File: config.mk
export PLATFORM = sky130hd
export DESIGN_NAME = fp_adder_top
export DESIGN_NICKNAME = d
export VERILOG_FILES = /design/src/common/fp_pkg.sv /design/src/common/fp_align_if.sv /design/src/common/fp_norm_if.sv /design/src/hw/fp_adder/fp_align_stage.sv /design/src/hw/fp_adder/fp_addnorm_stage.sv /design/src/hw/fp_adder/fp_round_stage.sv /design/src/hw/fp_adder/fp_adder_top.sv
export SDC_FILE = /design/constraint.sdc
export NUM_CORES = 1
export LEC_CHECK = 0
export ABC_AREA = 1
export ABC_CLOCK_PERIOD_IN_PS = 16100
export BUFFER_PORTS_ARGS = -buffer_cell sky130_fd_sc_hd__buf_2
export CORE_MARGIN = 2
export CORE_UTILIZATION = 42
export CTS_CLUSTER_SIZE = 25
export DETAILED_ROUTE_END_ITERATION = 10
export PLACE_DENSITY = 0.57
export SYNTH_ARGS = -nofsm -noshare
export SYNTH_HDL_FRONTEND = slang
export SYNTH_SLANG_ARGS = --single-unit
export TNS_END_PERCENT = 10
File: constraint.sdc
create_clock -name clk -period 16.1 [get_ports clk]
set_input_delay 0.805 -clock clk [delete_from_list [all_inputs] [get_ports clk]]
set_output_delay 0.805 -clock clk [all_outputs]
set_load 0.01 [all_outputs]
File: src/common/fp_pkg.sv
/*
  Shared field widths and types for the binary32 adder.
  The format is fixed at single precision. The widths are not a knob.
  Rounding-mode codes 5 to 7 are not defined and behave as toward zero.
*/
package fp_pkg;

  // --------------------
  // Field widths
  localparam int unsigned word_w = 32;
  localparam int unsigned exp_w  = 8;
  localparam int unsigned frac_w = 23;
  // Fraction plus hidden bit
  localparam int unsigned mant_w = frac_w + 1;
  // Guard, round and sticky
  localparam int unsigned grs_w  = 3;

  // --------------------
  // Vector types
  typedef logic [word_w-1:0]       fp_word_t;
  typedef logic [exp_w-1:0]        fp_exp_t;
  typedef logic [mant_w-1:0]       fp_mant_t;
  // Sum keeps one carry bit above the hidden bit
  typedef logic [mant_w:0]         fp_sum_t;
  // Normalized mantissa with guard, round, sticky at the bottom
  typedef logic [mant_w+grs_w-1:0] fp_ext_t;

  // --------------------
  // Rounding modes, same codes as the r_mode input
  typedef enum logic [2:0] {
    rm_rne = 3'd0,
    rm_rtz = 3'd1,
    rm_rdn = 3'd2,
    rm_rup = 3'd3,
    rm_rmm = 3'd4
  } fp_rmode_e;

  // --------------------
  // Constants
  // Canonical quiet NaN for every invalid or NaN case
  localparam fp_word_t fp_qnan    = 32'h7FC0_0000;
  localparam fp_exp_t  fp_exp_max = 8'hFF;

endpackage

File: src/common/fp_align_if.sv
/*
  Align stage to add stage. Mantissas are already aligned to exp_common.
  When special is set the arithmetic fields are don't-care.
*/
interface fp_align_if;

  logic              valid;
  logic              sign_a;
  logic              sign_b;
  fp_pkg::fp_mant_t  mant_a;
  fp_pkg::fp_mant_t  mant_b;
  fp_pkg::fp_exp_t   exp_common;
  fp_pkg::fp_rmode_e rmode;
  logic              special;
  fp_pkg::fp_word_t  special_word;

  modport src (
    output valid, sign_a, sign_b, mant_a, mant_b, exp_common, rmode, special, special_word
  );

  modport dst (
    input  valid, sign_a, sign_b, mant_a, mant_b, exp_common, rmode, special, special_word
  );

endinterface

File: src/common/fp_norm_if.sv
/*
  Add stage to round stage. Normalized, still unrounded sum.
  mant_ext holds hidden bit and fraction over guard, round, sticky.
*/
interface fp_norm_if;

  logic              valid;
  logic              sign;
  fp_pkg::fp_exp_t   exp;
  fp_pkg::fp_ext_t   mant_ext;
  fp_pkg::fp_rmode_e rmode;
  logic              special;
  fp_pkg::fp_word_t  special_word;

  modport src (output valid, sign, exp, mant_ext, rmode, special, special_word);

  modport dst (input  valid, sign, exp, mant_ext, rmode, special, special_word);

endinterface

File: src/hw/fp_adder/fp_align_stage.sv
/*
  Stage 1: unpack, classify NaN/infinity and align to the larger exponent.
  Bits shifted out of the smaller mantissa are dropped, so they do not
  take part in rounding later. Subnormals align at exponent 1.
*/
module fp_align_stage (
  input  logic              clk,
  input  logic              arst_n,
  input  logic              in_valid,
  input  fp_pkg::fp_word_t  fp_a,
  input  fp_pkg::fp_word_t  fp_b,
  input  fp_pkg::fp_rmode_e r_mode,
  fp_align_if.src           aln
);

  fp_pkg::fp_exp_t  exp_a;
  fp_pkg::fp_exp_t  exp_b;
  fp_pkg::fp_mant_t mant_a;
  fp_pkg::fp_mant_t mant_b;
  logic             nan_a;
  logic             nan_b;
  logic             inf_a;
  logic             inf_b;
  logic             a_larger;
  fp_pkg::fp_exp_t  exp_diff;
  fp_pkg::fp_mant_t mant_small;
  fp_pkg::fp_mant_t mant_shifted;
  fp_pkg::fp_word_t special_word;

  // --------------------
  // Unpack
  // Subnormal: no hidden bit, effective exponent 1
  assign exp_a  = (fp_a[30:23] == '0) ? 8'd1 : fp_a[30:23];
  assign exp_b  = (fp_b[30:23] == '0) ? 8'd1 : fp_b[30:23];
  assign mant_a = {|fp_a[30:23], fp_a[22:0]};
  assign mant_b = {|fp_b[30:23], fp_b[22:0]};

  assign nan_a = (fp_a[30:23] == fp_pkg::fp_exp_max) && (fp_a[22:0] != '0);
  assign nan_b = (fp_b[30:23] == fp_pkg::fp_exp_max) && (fp_b[22:0] != '0);
  assign inf_a = (fp_a[30:23] == fp_pkg::fp_exp_max) && (fp_a[22:0] == '0);
  assign inf_b = (fp_b[30:23] == fp_pkg::fp_exp_max) && (fp_b[22:0] == '0);

  // --------------------
  // Align
  assign a_larger   = (exp_a >= exp_b);
  assign exp_diff   = a_larger ? (exp_a - exp_b) : (exp_b - exp_a);
  assign mant_small = a_larger ? mant_b : mant_a;
  // Anything past 24 places is gone entirely
  assign mant_shifted = (exp_diff > 8'd24) ? '0 : (mant_small >> exp_diff);

  // Result for NaN and infinity operands, bypasses the datapath
  always_comb
  begin
    special_word = fp_pkg::fp_qnan;
    if (!nan_a && !nan_b)
    begin
      if (inf_a && inf_b && (fp_a[31] != fp_b[31]))
        special_word = fp_pkg::fp_qnan;
      else if (inf_a)
        special_word = {fp_a[31], fp_pkg::fp_exp_max, 23'd0};
      else
        special_word = {fp_b[31], fp_pkg::fp_exp_max, 23'd0};
    end
  end

  // --------------------
  // Stage register
  always_ff @(posedge clk or negedge arst_n)
  begin
    if (!arst_n)
      aln.valid <= 1'b0;
    else
      aln.valid <= in_valid;
  end

  always_ff @(posedge clk)
  begin
    aln.sign_a       <= fp_a[31];
    aln.sign_b       <= fp_b[31];
    aln.mant_a       <= a_larger ? mant_a : mant_shifted;
    aln.mant_b       <= a_larger ? mant_shifted : mant_b;
    aln.exp_common   <= a_larger ? exp_a : exp_b;
    aln.rmode        <= r_mode;
    aln.special      <= nan_a | nan_b | inf_a | inf_b;
    aln.special_word <= special_word;
  end

endmodule

File: src/hw/fp_adder/fp_addnorm_stage.sv
/*
  Stage 2: signed mantissa add or subtract, then normalize.
  Any exact zero comes out as +0, including -0 + -0.
  Left shifts stop once the exponent reaches the subnormal value 0.
*/
module fp_addnorm_stage (
  input  logic    clk,
  input  logic    arst_n,
  fp_align_if.dst aln,
  fp_norm_if.src  nrm
);

  fp_pkg::fp_sum_t  sum;
  logic             sum_sign;
  logic             sum_zero;
  logic [4:0]       lz;
  fp_pkg::fp_exp_t  lz_ext;
  logic             to_subnorm;
  fp_pkg::fp_exp_t  shift_amt;
  fp_pkg::fp_mant_t mant_left;
  fp_pkg::fp_exp_t  exp_norm;
  fp_pkg::fp_ext_t  mant_norm;

  // Zeros above the first set bit, 24 for an all-zero input
  function automatic logic [4:0] lead_zeros(input fp_pkg::fp_mant_t value);
    logic [4:0] count;
    logic       found;
    count = 5'd0;
    found = 1'b0;
    for (int i = fp_pkg::mant_w - 1; i >= 0; i--)
    begin
      if (value[i])
        found = 1'b1;
      else if (!found)
        count = count + 5'd1;
    end
    return count;
  endfunction

  // --------------------
  // Add or subtract
  always_comb
  begin
    if (aln.sign_a == aln.sign_b)
    begin
      sum      = {1'b0, aln.mant_a} + {1'b0, aln.mant_b};
      sum_sign = aln.sign_a;
    end
    else if (aln.mant_a >= aln.mant_b)
    begin
      sum      = {1'b0, aln.mant_a} - {1'b0, aln.mant_b};
      sum_sign = aln.sign_a;
    end
    else
    begin
      sum      = {1'b0, aln.mant_b} - {1'b0, aln.mant_a};
      sum_sign = aln.sign_b;
    end
  end

  assign sum_zero = (sum == '0);

  // --------------------
  // Normalize
  assign lz     = lead_zeros(sum[23:0]);
  assign lz_ext = fp_pkg::fp_exp_t'(lz);
  // exp_common is at least 1, so exp_common - 1 never wraps
  assign to_subnorm = (lz_ext >= aln.exp_common);
  assign shift_amt  = to_subnorm ? (aln.exp_common - 8'd1) : lz_ext;
  assign mant_left  = sum[23:0] << shift_amt;

  always_comb
  begin
    if (sum[24])
    begin
      // Carry out: one place right, dropped bit lands in guard
      exp_norm  = aln.exp_common + 8'd1;
      mant_norm = {sum, 2'b00};
    end
    else
    begin
      exp_norm  = (to_subnorm || sum_zero) ? 8'd0 : (aln.exp_common - shift_amt);
      mant_norm = {mant_left, 3'b000};
    end
  end

  // --------------------
  // Stage register
  always_ff @(posedge clk or negedge arst_n)
  begin
    if (!arst_n)
      nrm.valid <= 1'b0;
    else
      nrm.valid <= aln.valid;
  end

  always_ff @(posedge clk)
  begin
    nrm.sign         <= sum_zero ? 1'b0 : sum_sign;
    nrm.exp          <= exp_norm;
    nrm.mant_ext     <= mant_norm;
    nrm.rmode        <= aln.rmode;
    nrm.special      <= aln.special;
    nrm.special_word <= aln.special_word;
  end

endmodule

File: src/hw/fp_adder/fp_round_stage.sv
/*
  Stage 3: round by mode, fix up the exponent, pack and raise flags.
  Overflow always gives a signed infinity, whatever the mode.
  Special results (NaN, infinity) carry no flags.
*/
module fp_round_stage (
  input  logic             clk,
  input  logic             arst_n,
  fp_norm_if.dst           nrm,
  output logic             out_valid,
  output fp_pkg::fp_word_t fp_result,
  output logic             overflow,
  output logic             underflow
);

  logic             lsb;
  logic             guard;
  logic             round_bit;
  logic             sticky;
  logic             inexact;
  logic             round_up;
  fp_pkg::fp_sum_t  mant_rnd;
  logic [8:0]       exp_rnd;
  logic [22:0]      frac;
  fp_pkg::fp_word_t result;
  logic             ovf;
  logic             unf;

  assign lsb       = nrm.mant_ext[3];
  assign guard     = nrm.mant_ext[2];
  assign round_bit = nrm.mant_ext[1];
  assign sticky    = nrm.mant_ext[0];
  assign inexact   = guard | round_bit | sticky;

  // --------------------
  // Rounding decision
  always_comb
  begin
    case (nrm.rmode)
      fp_pkg::rm_rne: round_up = guard & (round_bit | sticky | lsb);
      fp_pkg::rm_rtz: round_up = 1'b0;
      // Directed modes grow the magnitude only on the matching sign
      fp_pkg::rm_rdn: round_up = inexact & nrm.sign;
      fp_pkg::rm_rup: round_up = inexact & ~nrm.sign;
      fp_pkg::rm_rmm: round_up = guard;
      default:        round_up = 1'b0;
    endcase
  end

  assign mant_rnd = {1'b0, nrm.mant_ext[26:3]} + fp_pkg::fp_sum_t'(round_up);

  // Rounding carry and subnormal promotion
  always_comb
  begin
    exp_rnd = {1'b0, nrm.exp};
    frac    = mant_rnd[22:0];
    if (mant_rnd[24])
    begin
      exp_rnd = exp_rnd + 9'd1;
      frac    = mant_rnd[23:1];
    end
    else if ((nrm.exp == '0) && mant_rnd[23])
      exp_rnd = 9'd1;
  end

  // --------------------
  // Pack
  always_comb
  begin
    ovf = 1'b0;
    unf = 1'b0;
    if (nrm.special)
      result = nrm.special_word;
    else if (exp_rnd >= {1'b0, fp_pkg::fp_exp_max})
    begin
      result = {nrm.sign, fp_pkg::fp_exp_max, 23'd0};
      ovf    = 1'b1;
    end
    else
    begin
      result = {nrm.sign, exp_rnd[7:0], frac};
      // Tiny and nonzero
      unf    = (exp_rnd == '0) && (frac != '0);
    end
  end

  // --------------------
  // Output register
  always_ff @(posedge clk or negedge arst_n)
  begin
    if (!arst_n)
    begin
      out_valid <= 1'b0;
      fp_result <= '0;
      overflow  <= 1'b0;
      underflow <= 1'b0;
    end
    else
    begin
      out_valid <= nrm.valid;
      fp_result <= result;
      overflow  <= ovf;
      underflow <= unf;
    end
  end

endmodule

File: src/hw/fp_adder/fp_adder_top.sv
/*
  Three-stage binary32 adder, one operand pair per cycle, no back-pressure.
  Result and flags come with out_valid three clocks after in_valid.
  Flags are limited to overflow and underflow.
*/
module fp_adder_top (
  input  logic              clk,
  input  logic              arst_n,
  input  logic              in_valid,
  input  fp_pkg::fp_word_t  fp_a,
  input  fp_pkg::fp_word_t  fp_b,
  input  fp_pkg::fp_rmode_e r_mode,
  output logic              out_valid,
  output fp_pkg::fp_word_t  fp_result,
  output logic              overflow,
  output logic              underflow
);

  // Stage-to-stage links
  fp_align_if aln_if ();
  fp_norm_if  nrm_if ();

  // --------------------
  // Unpack and align
  fp_align_stage align0 (
    .clk      (clk),
    .arst_n   (arst_n),
    .in_valid (in_valid),
    .fp_a     (fp_a),
    .fp_b     (fp_b),
    .r_mode   (r_mode),
    .aln      (aln_if.src)
  );

  // Add and normalize
  fp_addnorm_stage addnorm0 (
    .clk    (clk),
    .arst_n (arst_n),
    .aln    (aln_if.dst),
    .nrm    (nrm_if.src)
  );

  // Round and pack
  fp_round_stage round0 (
    .clk       (clk),
    .arst_n    (arst_n),
    .nrm       (nrm_if.dst),
    .out_valid (out_valid),
    .fp_result (fp_result),
    .overflow  (overflow),
    .underflow (underflow)
  );

endmodule

==> run metrics, run 1 <==
clock root cell clkbuf_16; clk_lat worst skew 0.45 ns; status complete, no violations; crit-path max FO 8; # hold bufs at CTS 0; slowest CP cell dfxtp_1; DR pass1 iterations 6; Global Route Usage Sum 29.72%; Final Util 48.25%; DIE WIDTH 209.8 um; top post-synthesis cells by area nand2_1 21%, dfxtp_1 12%, inv_1 10%, ha_1 8.7%, nand3_1 7.0%; Synth Instances 3170; switching power 0.002380 W; min Tclk post-route 14.90 ns; Most Frequent Cell on Critical Path nand2_1; gpl congestion 0.9846; Final HPWL DP 55.02 mm; startpoint types flip-flop; Final Cycle Share 92.54%; CP Capture Type flip-flop; CTS tree yes; dpl cells 3740; CP Class reg2reg; initial antenna violation count 0; H-tree Lvls 4; largest net degree at the start of global routing 115; Warnings, synthesis 0; Vias/cell 5.360; crit path DAT 15.24 ns; area of the multi-input gates 12820 um2; clk sinks 141; first-pass GRT wire length 102.7 mm; sequential share of the synthesized area 16.91%; Initial Utilization 42.49%; Async S/R FF share, synth 26.24%; Chip Height 209.8 um; fill cell count 4577; storage element area 3019 um2; DRC 0; CP max stage delay 0.41 ns; initial DRC count 1784; number of flops mapped to enable cells by yosys 0; Int Power 0.001701 W; cell taking the most area after synthesis nand2_1; Avg WL per Cell 17.43 um; maximum root-to-sink buffer count 2; Pwr Density 202.1 nW/um2; FP Rows 75; most frequent cell after synthesis nand2_1; layout cell share with drive strength beyond 1 12.70%; ANT nets after route 0; register clock-pin slew on the reported worst setup and hold paths 0.07 ns; peak supply drop 0.1270 mV; post-synthesis net count 3369; MaxCap Viol Count 0; Area Growth Syn to Fin 13.55%; synthesized cell area 17780 um2; via count 20406; final hold slack 0.3307 ns; final wirelength 66.35 mm; Leak Pwr 10.69 nW; top-area cell type share of the netlist area 21.45%; synth cell count leaders 1016 x nand2_1, 495 x inv_1, 250 x nand3_1, 246 x nor2_1, 220 x o21ai_0; antenna cells 0; I/O pin cnt 105; final net count 3454; Yosys cell types 67; worst min path class reg2reg; Req. time, crit path 16.44 ns; Post-synth top flop dfxtp_1; Die ar. 44000 um2; max-slew violation count 0; IO buf count 104; relative slew slack 32.63%; final std cells w/o fill 3807; fmax 67.12 MHz; switching portion of total power 58.32%; Worst-Margin Slew 1.009 ns; GRT overflow 0; clock network power share 9.5%; combinational fraction of design power 77.0%; CTS Buf Count 17; Hold Fails Final Rpt 0; Core ar. 41850 um2; Synth Register Bits 141; Fin Clk Skew 0.01078 ns; Seq pwr share 13.5%; Mean Syn Cell Area 5.610 um2; Final setup viols 0; number of global-route vias before repair 19277
stage by stage:
stage	TNS (ns)	instance area (um2)	setup WS, ns	total power, W
4_1_cts	0	19340	0.01822	0.003856
3_3_place_gp	0	18750	0.1558	0.003455
3_5_place_dp	-0.3509	18750	-0.08958	0.003453
2_1_floorplan	0	17780	1.595	0.002638
5_1_grt	-1.123	20190	-0.1213	0.004508
6_report	0	20190	1.201	0.004081
cell type report:
cell class              count  share of cell area, %
clock buffers              18                  2.175
clock inverters            14                 0.7064
inverters                 531                  9.957
multi-input cells        2392                  63.48
flip-flops and latches    141                  14.95
well taps                 539                  3.340
repair buffers            172                  5.391
final timing paths:
check / startpoint / endpoint / slack [ns] / cells after the start
setup / recovery: align0.aln.mant_b[2] / addnorm0.nrm.exp[6] / 1.20 / 120
hold / removal: align0.aln.special / addnorm0.nrm.special / 0.33 / 0
setup reg to reg: align0.aln.mant_b[2] / addnorm0.nrm.exp[6] / 1.20 / 120
hold reg to reg: align0.aln.special / addnorm0.nrm.special / 0.33 / 0
max in group asynchronous: arst_n / round0.fp_result[30] / 15.17 / 1
min in group asynchronous: arst_n / round0.fp_result[8] / 0.43 / 1
layout by cell type, fill, tap and decap left out, types with 39 or more instances in the layout:
cell type  count
nand2_1     1004
inv_1        491
nand3_1      245
nor2_1       228
o21ai_0      209
a21oi_1      121
buf_2        104
ha_1         100
dfxtp_1       97
buf_4         62
nand4_1       60
xor2_1        44
nand2_2       39
sequential cells by signal (all words and copies together) (netlist names):
signal / count
addnorm0.nrm.exp: 8
addnorm0.nrm.mant_ext: 25
addnorm0.nrm.rmode: 3
addnorm0.nrm.sign: 1
addnorm0.nrm.special: 1
addnorm0.nrm.special_word: 2
addnorm0.nrm.valid: 1
align0.aln.exp_common: 8
align0.aln.mant_a: 24
align0.aln.mant_b: 24
align0.aln.rmode: 3
align0.aln.sign_a: 1
align0.aln.sign_b: 1
align0.aln.special: 1
align0.aln.special_word: 2
align0.aln.valid: 1
round0.fp_result: 32
round0.out_valid: 1
round0.overflow: 1
round0.underflow: 1
kinds of logic after synthesis:
logic type / synth area share [%]
adder cells (fa/ha/maj): 9.330
AO/OA/AOI/OAI: 15.09
XOR/XNOR: 2.315
AND/OR/NAND/NOR: 42.00
buffers and inverters: 14.02
multiplexers: 0.3377
flip-flops: 16.91
power by group through the flow:
stage          Combinational [W]  Clock [W]  Sequential, W
3_5_place_dp             0.00290          0       0.000553
5_1_grt                  0.00353   0.000412       0.000564
6_report                 0.00314   0.000388       0.000550
4_1_cts                  0.00291   0.000397       0.000546
2_1_floorplan            0.00209          0       0.000548
3_3_place_gp             0.00290          0       0.000552
layer usage:
metal,vias to the layer above,GRT usage [%],wire length [um]
met3,92,4.175,3914
met2,651,52.46,32280
met5,-,0,0
met4,0,10.34,2006
li1,10289,-,-
met1,9374,36.94,28150
critical path, delay by kind of cell, from the launching register on:
kind / cells / cell delay, ns
AOI/OAI and AO/OA: 15 / 2.02
adders and majority gates: 17 / 4.73
buffers and inverters: 17 / 1.25
DFF: 1 / 0.41
and+or+nand+nor: 71 / 6.35
repair_timing:
action | in CTS | in global routing
cloned | 0 | 1
endpoints found under the setup margin | 17 | 32
endpoints found under the hold margin | 0 | 0
buffers inserted | 0 | 34
gates resized for setup | 2 | 141
pin swaps | 0 | 29
Power figures use the tool's default switching activity.
==> inputs of run 2 (changes only) <==
--- a/config.mk
+++ b/config.mk
@@ -6,7 +6,7 @@
 export NUM_CORES = 1
 export LEC_CHECK = 0
 export ABC_AREA = 1
-export ABC_CLOCK_PERIOD_IN_PS = 16100
+export ABC_CLOCK_PERIOD_IN_PS = 18500
 export BUFFER_PORTS_ARGS = -buffer_cell sky130_fd_sc_hd__buf_2
 export CORE_MARGIN = 2
 export CORE_UTILIZATION = 42
==> constraint.sdc (replaced) <==
create_clock -name clk -period 18.5 [get_ports clk]
set_input_delay 0.925 -clock clk [delete_from_list [all_inputs] [get_ports clk]]
set_output_delay 0.925 -clock clk [all_outputs]
set_load 0.01 [all_outputs]
==> run 2 against run 1 <==
Against the previous run:
- sequential share of layout area up 0.68 points
- clock skew up 0.0061 ns
- via count down 1.3%
- critical path depth down 5
- cell count down 1.3%
- critical endpoint is now addnorm0.nrm.mant_ext[23]
- largest cell class unchanged
==> run metrics, run 2 (synthesized netlist as in run 1, its figures left out) <==
CP Capture Type flip-flop; CP Class reg2reg; most flop-heavy register round0.fp_result; Leak Pwr 10.38 nW (-2.9%); maximum root-to-sink buffer count 2 (unchanged); gpl congestion 1.009 (+2.5%); Worst-Margin Slew 1.050 ns (+0.04105 ns); CTS tree yes; worst min path class reg2reg; final hold slack 0.3259 ns (-0.004835 ns); Core ar. 41850 um2 (unchanged); clk_lat worst skew 0.46 ns (about the same); Fin Clk Skew 0.01683 ns (+0.006058 ns); final wirelength 66.32 mm (about the same); max-slew violation count 0 (unchanged); min Tclk post-route 16.81 ns (+1.907 ns); Global Route Usage Sum 30.09% (+0.37 points); CTS Buf Count 17 (unchanged); Final Power 0.003367 W (-17%); final net count 3403 (-1.5%); crit path DAT 17.16 ns (+1.92 ns); largest net degree at the start of global routing 115 (unchanged); status complete, no violations; peak supply drop 0.08702 mV (-31%); H-tree Lvls 4 (unchanged); Area Growth Syn to Fin 8.190%; FP Rows 75 (unchanged); initial DRC count 1449 (-19%); Final HPWL DP 55.60 mm (+1.0%); register clock-pin slew on the reported worst setup and hold paths 0.06 ns (about the same); Vias/cell 5.359 (about the same); ANT nets after route 0 (unchanged); DR pass1 iterations 8 (+2); most frequent cells in the layout 1016 x nand2_1, 495 x inv_1, 249 x nand3_1; commonest non-fill, non-tap cell in the layout nand2_1; Hold Fails Final Rpt 0 (unchanged); Most Frequent Cell on Critical Path nand2_1; GRT overflow 0 (unchanged); Final setup viols 0 (unchanged); Final Cycle Share 90.85% (-1.7 points); DRC 0 (unchanged); crit-path max FO 13 (+5); DIE WIDTH 209.8 um (unchanged); I/O pin cnt 105 (unchanged); number of global-route vias before repair 19138 (-0.72%); via count 20134 (-1.3%); CP max stage delay 0.56 ns (+0.15 ns); biggest registers after layout round0.fp_result x32, addnorm0.nrm.mant_ext x25; Chip Height 209.8 um (unchanged); clock root cell clkbuf_16; IO buf count 104 (unchanged); fmax 59.50 MHz (-11%); Initial Utilization 42.49% (unchanged); initial antenna violation count 0 (unchanged); Die ar. 44000 um2 (unchanged); startpoint types flip-flop; relative slew slack 29.90% (-2.7 points); Avg WL per Cell 17.65 um (+1.3%); DP Area 18620 um2 (-0.72%); # hold bufs at CTS 0 (unchanged); layout cell share with drive strength beyond 1 8.486% (-4.2 points); MaxCap Viol Count 0 (unchanged); first-pass GRT wire length 103.3 mm (+0.59%); Req. time, crit path 18.85 ns (+2.41 ns); Pwr Density 175.0 nW/um2 (-13%); Largest register FFs 32 (unchanged); unrepaired setup endpoints after global routing yes; slowest CP cell ha_1; final instance area 19240 um2 (-4.7%); clk sinks 141 (unchanged)
==> run 2: cell types whose count changed in the layout (fill, tap and decap cells not counted), moves of 7 or more <==
cell,change
ha_1,+23
nor2_2,-13
nand2_2,-8
a21oi_2,-12
o21ai_0,+11
nor2_1,+17
dfxtp_1,+7
buf_4,-45
nand2_1,+12
ha_4,-22
a21oi_1,+12
==> run 2: final timing paths <==
| kind | from | cells past startpoint | endpoint | slack (ns) |
|---|---|---|---|---|
| hold reg to reg | align0.aln.rmode[1] | 0 | addnorm0.nrm.rmode[1] | 0.33 |
| hold / removal | align0.aln.rmode[1] | 0 | addnorm0.nrm.rmode[1] | 0.33 |
| setup reg to reg | align0.aln.mant_b[15] | 115 | addnorm0.nrm.mant_ext[23] | 1.69 |
| setup / recovery | align0.aln.mant_b[15] | 115 | addnorm0.nrm.mant_ext[23] | 1.69 |
| min in group asynchronous | arst_n | 1 | round0.fp_result[13] | 0.54 |
| max in group asynchronous | arst_n | 1 | round0.out_valid | 17.46 |
==> run 2: power breakdown <==
part	switching (W)	internal [W]	leakage [nW]
clock	0.000149	0.000189	0.275
combinational	0.00181	0.000756	8.78
sequential	0.0000623	0.000406	1.32
total	0.00202	0.00135	10.4
==> run 2: worst max-delay path: cells and delay by family, from the launching register on <==
| family | cells | cell delay [ns] |
|---|---|---|
| AND/OR/NAND/NOR | 62 | 6.45 |
| adder cells (fa/ha/maj) | 15 | 4.54 |
| AO/OA/AOI/OAI | 21 | 4.02 |
| buffers and inverters | 17 | 1.31 |
| flip-flops | 1 | 0.37 |
==> run 2: metrics by stage <==
stage                     setup slack [ns]  std cells  TNS [ns]  util, %
final                                1.693       3757         0    45.97
after global placement               1.519       3722         0    44.48
after floorplan                      3.995       3170         0        -
after detailed placement             1.261       3722         0    44.48
after CTS                            1.195       3754         0    45.86
after global routing              -0.04409       3756  -0.04409    45.96
==> run 2: per-layer routing <==
layer	routed length, um	vias to the layer above	part of all wire (%)	global-route usage, %
li1	-	10173	-	-
met1	29080	9222	44	38.24
met2	31830	635	48	52.31
met3	3058	104	4.6	3.082
met4	2359	0	3.6	11.86
met5	0	-	0	0
==> run 2: layout make-up <==
type,instances,area (um2)
fillers,4709,22610
inverters,531,2001
clock inverters,15,151.4
flip-flops and latches,141,3008
multi-input cells,2392,12330
repair buffers,121,648.1
clock buffers,17,425.4
diodes,1,2.502
well taps,539,674.4
==> run 2: timing repair <==
action / in CTS / in global routing
resized for setup: 0 / 6
setup buffers: 0 / 2
endpoints found under the hold margin: 0 / 0
endpoints found under the setup margin: 0 / 31
==> inputs of run 3 (changes only) <==
--- a/config.mk
+++ b/config.mk
@@ -7,12 +7,13 @@
 export LEC_CHECK = 0
 export ABC_AREA = 1
 export ABC_CLOCK_PERIOD_IN_PS = 18500
-export BUFFER_PORTS_ARGS = -buffer_cell sky130_fd_sc_hd__buf_2
+export CAP_MARGIN = 15
 export CORE_MARGIN = 2
 export CORE_UTILIZATION = 42
 export CTS_CLUSTER_SIZE = 25
 export DETAILED_ROUTE_END_ITERATION = 10
-export PLACE_DENSITY = 0.57
+export DONT_BUFFER_PORTS = 1
+export PLACE_DENSITY = 0.54
 export SYNTH_ARGS = -nofsm -noshare
 export SYNTH_HDL_FRONTEND = slang
 export SYNTH_SLANG_ARGS = --single-unit
==> run 3 against run 2 <==
Against the previous run:
- fmax is 0.63% higher
- wire length is 1.3% lower
- final area is 2.4% lower
- highest routed layer is now met5
- critical path type unchanged
- count of clock-buffer cells in the layout is 5 higher
- hold slack worse by 0.17 ns
- cell count is 2.7% lower
==> run metrics, run 3 (synthesized netlist as in run 1, its figures left out) <==
I/O pin cnt 105 (unchanged); commonest non-fill, non-tap cell in the layout nand2_1; Worst-Margin Slew 1.162 ns (+0.1115 ns); via count 19583 (-2.7%); final instance area 18780 um2 (-2.4%); dpl cells 3617 (-2.8%); MaxCap Viol Count 0 (unchanged); antenna cells 0 (-1); GRT overflow 0 (unchanged); Final HPWL DP 55.06 mm (-0.97%); largest net degree at the start of global routing 115 (unchanged); startpoint types flip-flop; first-pass GRT wire length 101.7 mm (-1.6%); unrepaired setup endpoints after global routing no; Final Cycle Share 90.28% (-0.57 points); Avg WL per Cell 17.92 um (+1.5%); final wirelength 65.47 mm (-1.3%); setup TNS 0 ns (unchanged); worst min path class in2async; Core ar. 41850 um2 (unchanged); DRC 0 (unchanged); crit path DAT 17.06 ns (-0.10 ns); DIE WIDTH 209.8 um (unchanged); Largest register FFs 32 (unchanged); number of global-route vias before repair 18648 (-2.6%); H-tree Lvls 4 (unchanged); Area Growth Syn to Fin 5.615%; CTS Buf Count 17 (unchanged); layout cell share with drive strength beyond 1 5.522% (-3.0 points); register clock-pin slew on the reported worst setup and hold paths 0.07 ns (about the same); most flop-heavy register round0.fp_result; fmax 59.88 MHz (+0.63%); gpl congestion 1.010 (+0.15%); CP Capture Type flip-flop; Worst Setup SP align0.aln.mant_b[15]; Final setup viols 0 (unchanged); CTS tree yes; CP Class reg2reg; clk sinks 141 (unchanged); ANT nets after route 0 (unchanged); CP max stage delay 0.49 ns (-0.07 ns); Worst R2R Start align0.aln.mant_b[15]; Global Route Usage Sum 29.79% (-0.30 points); # hold bufs at CTS 0 (unchanged); Hold Fails Final Rpt 0 (unchanged); most frequent cells in the layout 1016 x nand2_1, 494 x inv_1, 249 x nand3_1; Leak Pwr 9.994 nW (-3.7%); IO buf count 0 (-100%); r2r endpoint addnorm0.nrm.mant_ext[15]; FP Rows 75 (unchanged); maximum root-to-sink buffer count 2 (unchanged); DP Area 18090 um2 (-2.8%); status complete, no violations; relative slew slack 21.72% (-8.2 points); Vias/cell 5.359 (about the same); Pwr Density 176.9 nW/um2 (+1.1%); initial DRC count 1701 (+17%); Req. time, crit path 18.86 ns (about the same); initial antenna violation count 1 (+1); slowest CP cell ha_1; final std cells w/o fill 3654 (-2.7%); Most Frequent Cell on Critical Path nand2_1; worst setup margin 1.799 ns (+0.1055 ns); crit-path max FO 13 (unchanged); dpl ws 1.338 ns (+0.07687 ns); max-slew violation count 0 (unchanged); Fin Clk Skew 0.01398 ns (-0.002856 ns); Final Power 0.003323 W (-1.3%); min Tclk post-route 16.70 ns (-0.1055 ns); worst reg-to-reg setup slack 1.80 ns (+0.11 ns); Chip Height 209.8 um (unchanged); DR pass1 iterations 6 (-2); final net count 3301 (-3.0%); biggest registers after layout round0.fp_result x32, addnorm0.nrm.mant_ext x25; clock root cell clkbuf_16; peak supply drop 0.1157 mV (+33%); clk_lat worst skew 0.46 ns (about the same); FF-to-FF path depth 117 (+1.7%); Die ar. 44000 um2 (unchanged); Initial Utilization 42.49% (unchanged)
==> run 3: routing by layer <==
layer  global-route usage (%)  up-vias  wire [um]
li1                         -     9963          -
met3                    4.788      154       3537
met2                    51.16      621      30680
met4                    14.75        2       3263
met5                        0        -         13
met1                    36.14     8843      27980
==> run 3: how the worst max path moves through the flow <==
stage                                endpoint
global route        addnorm0.nrm.mant_ext[23]
floorplan                 addnorm0.nrm.exp[6]
finish              addnorm0.nrm.mant_ext[15]
CTS                       addnorm0.nrm.exp[6]
detailed placement        addnorm0.nrm.exp[6]
global placement          addnorm0.nrm.exp[6]
==> run 3: power by group <==
group / internal, W / leakage (nW) / switching (W)
Clock: 0.000216 / 0.308 / 0.000144
Combinational: 0.000727 / 8.36 / 0.00174
Sequential: 0.000407 / 1.32 / 0.0000881
Total: 0.00135 / 9.99 / 0.00197
==> run 3: critical path: cells and delay by family (launching register included) <==
family / cells / cell delay (ns)
compound gates: 21 / 3.80
fa+ha+maj: 15 / 4.48
buf+inv: 20 / 1.56
flops: 1 / 0.37
simple gates: 61 / 6.38
==> run 3: metrics by stage <==
step,util (%),hold WS (ns)
detailed placement,43.22,0.3121
global route,44.88,0.1256
floorplan,-,0.3096
CTS,44.72,0.1221
finish,44.88,0.1541
global placement,43.22,0.3137
==> run 3: repair_timing <==
item / 4_1_cts / 5_1_grt
setup buffers: 0 / 5
setup endpoints to repair: 0 / 31
gates resized for setup: 0 / 6
==> run 3: final cells by class <==
| cell class | count | area (um2) |
|---|---|---|
| clock inverter | 10 | 112.6 |
| multi-input combinational | 2392 | 12320 |
| sequential | 141 | 3008 |
| clock buffer | 22 | 518.0 |
| inverter | 531 | 2004 |
| tap | 539 | 674.4 |
| timing repair buffer | 19 | 142.6 |
| fill | 4659 | 23070 |
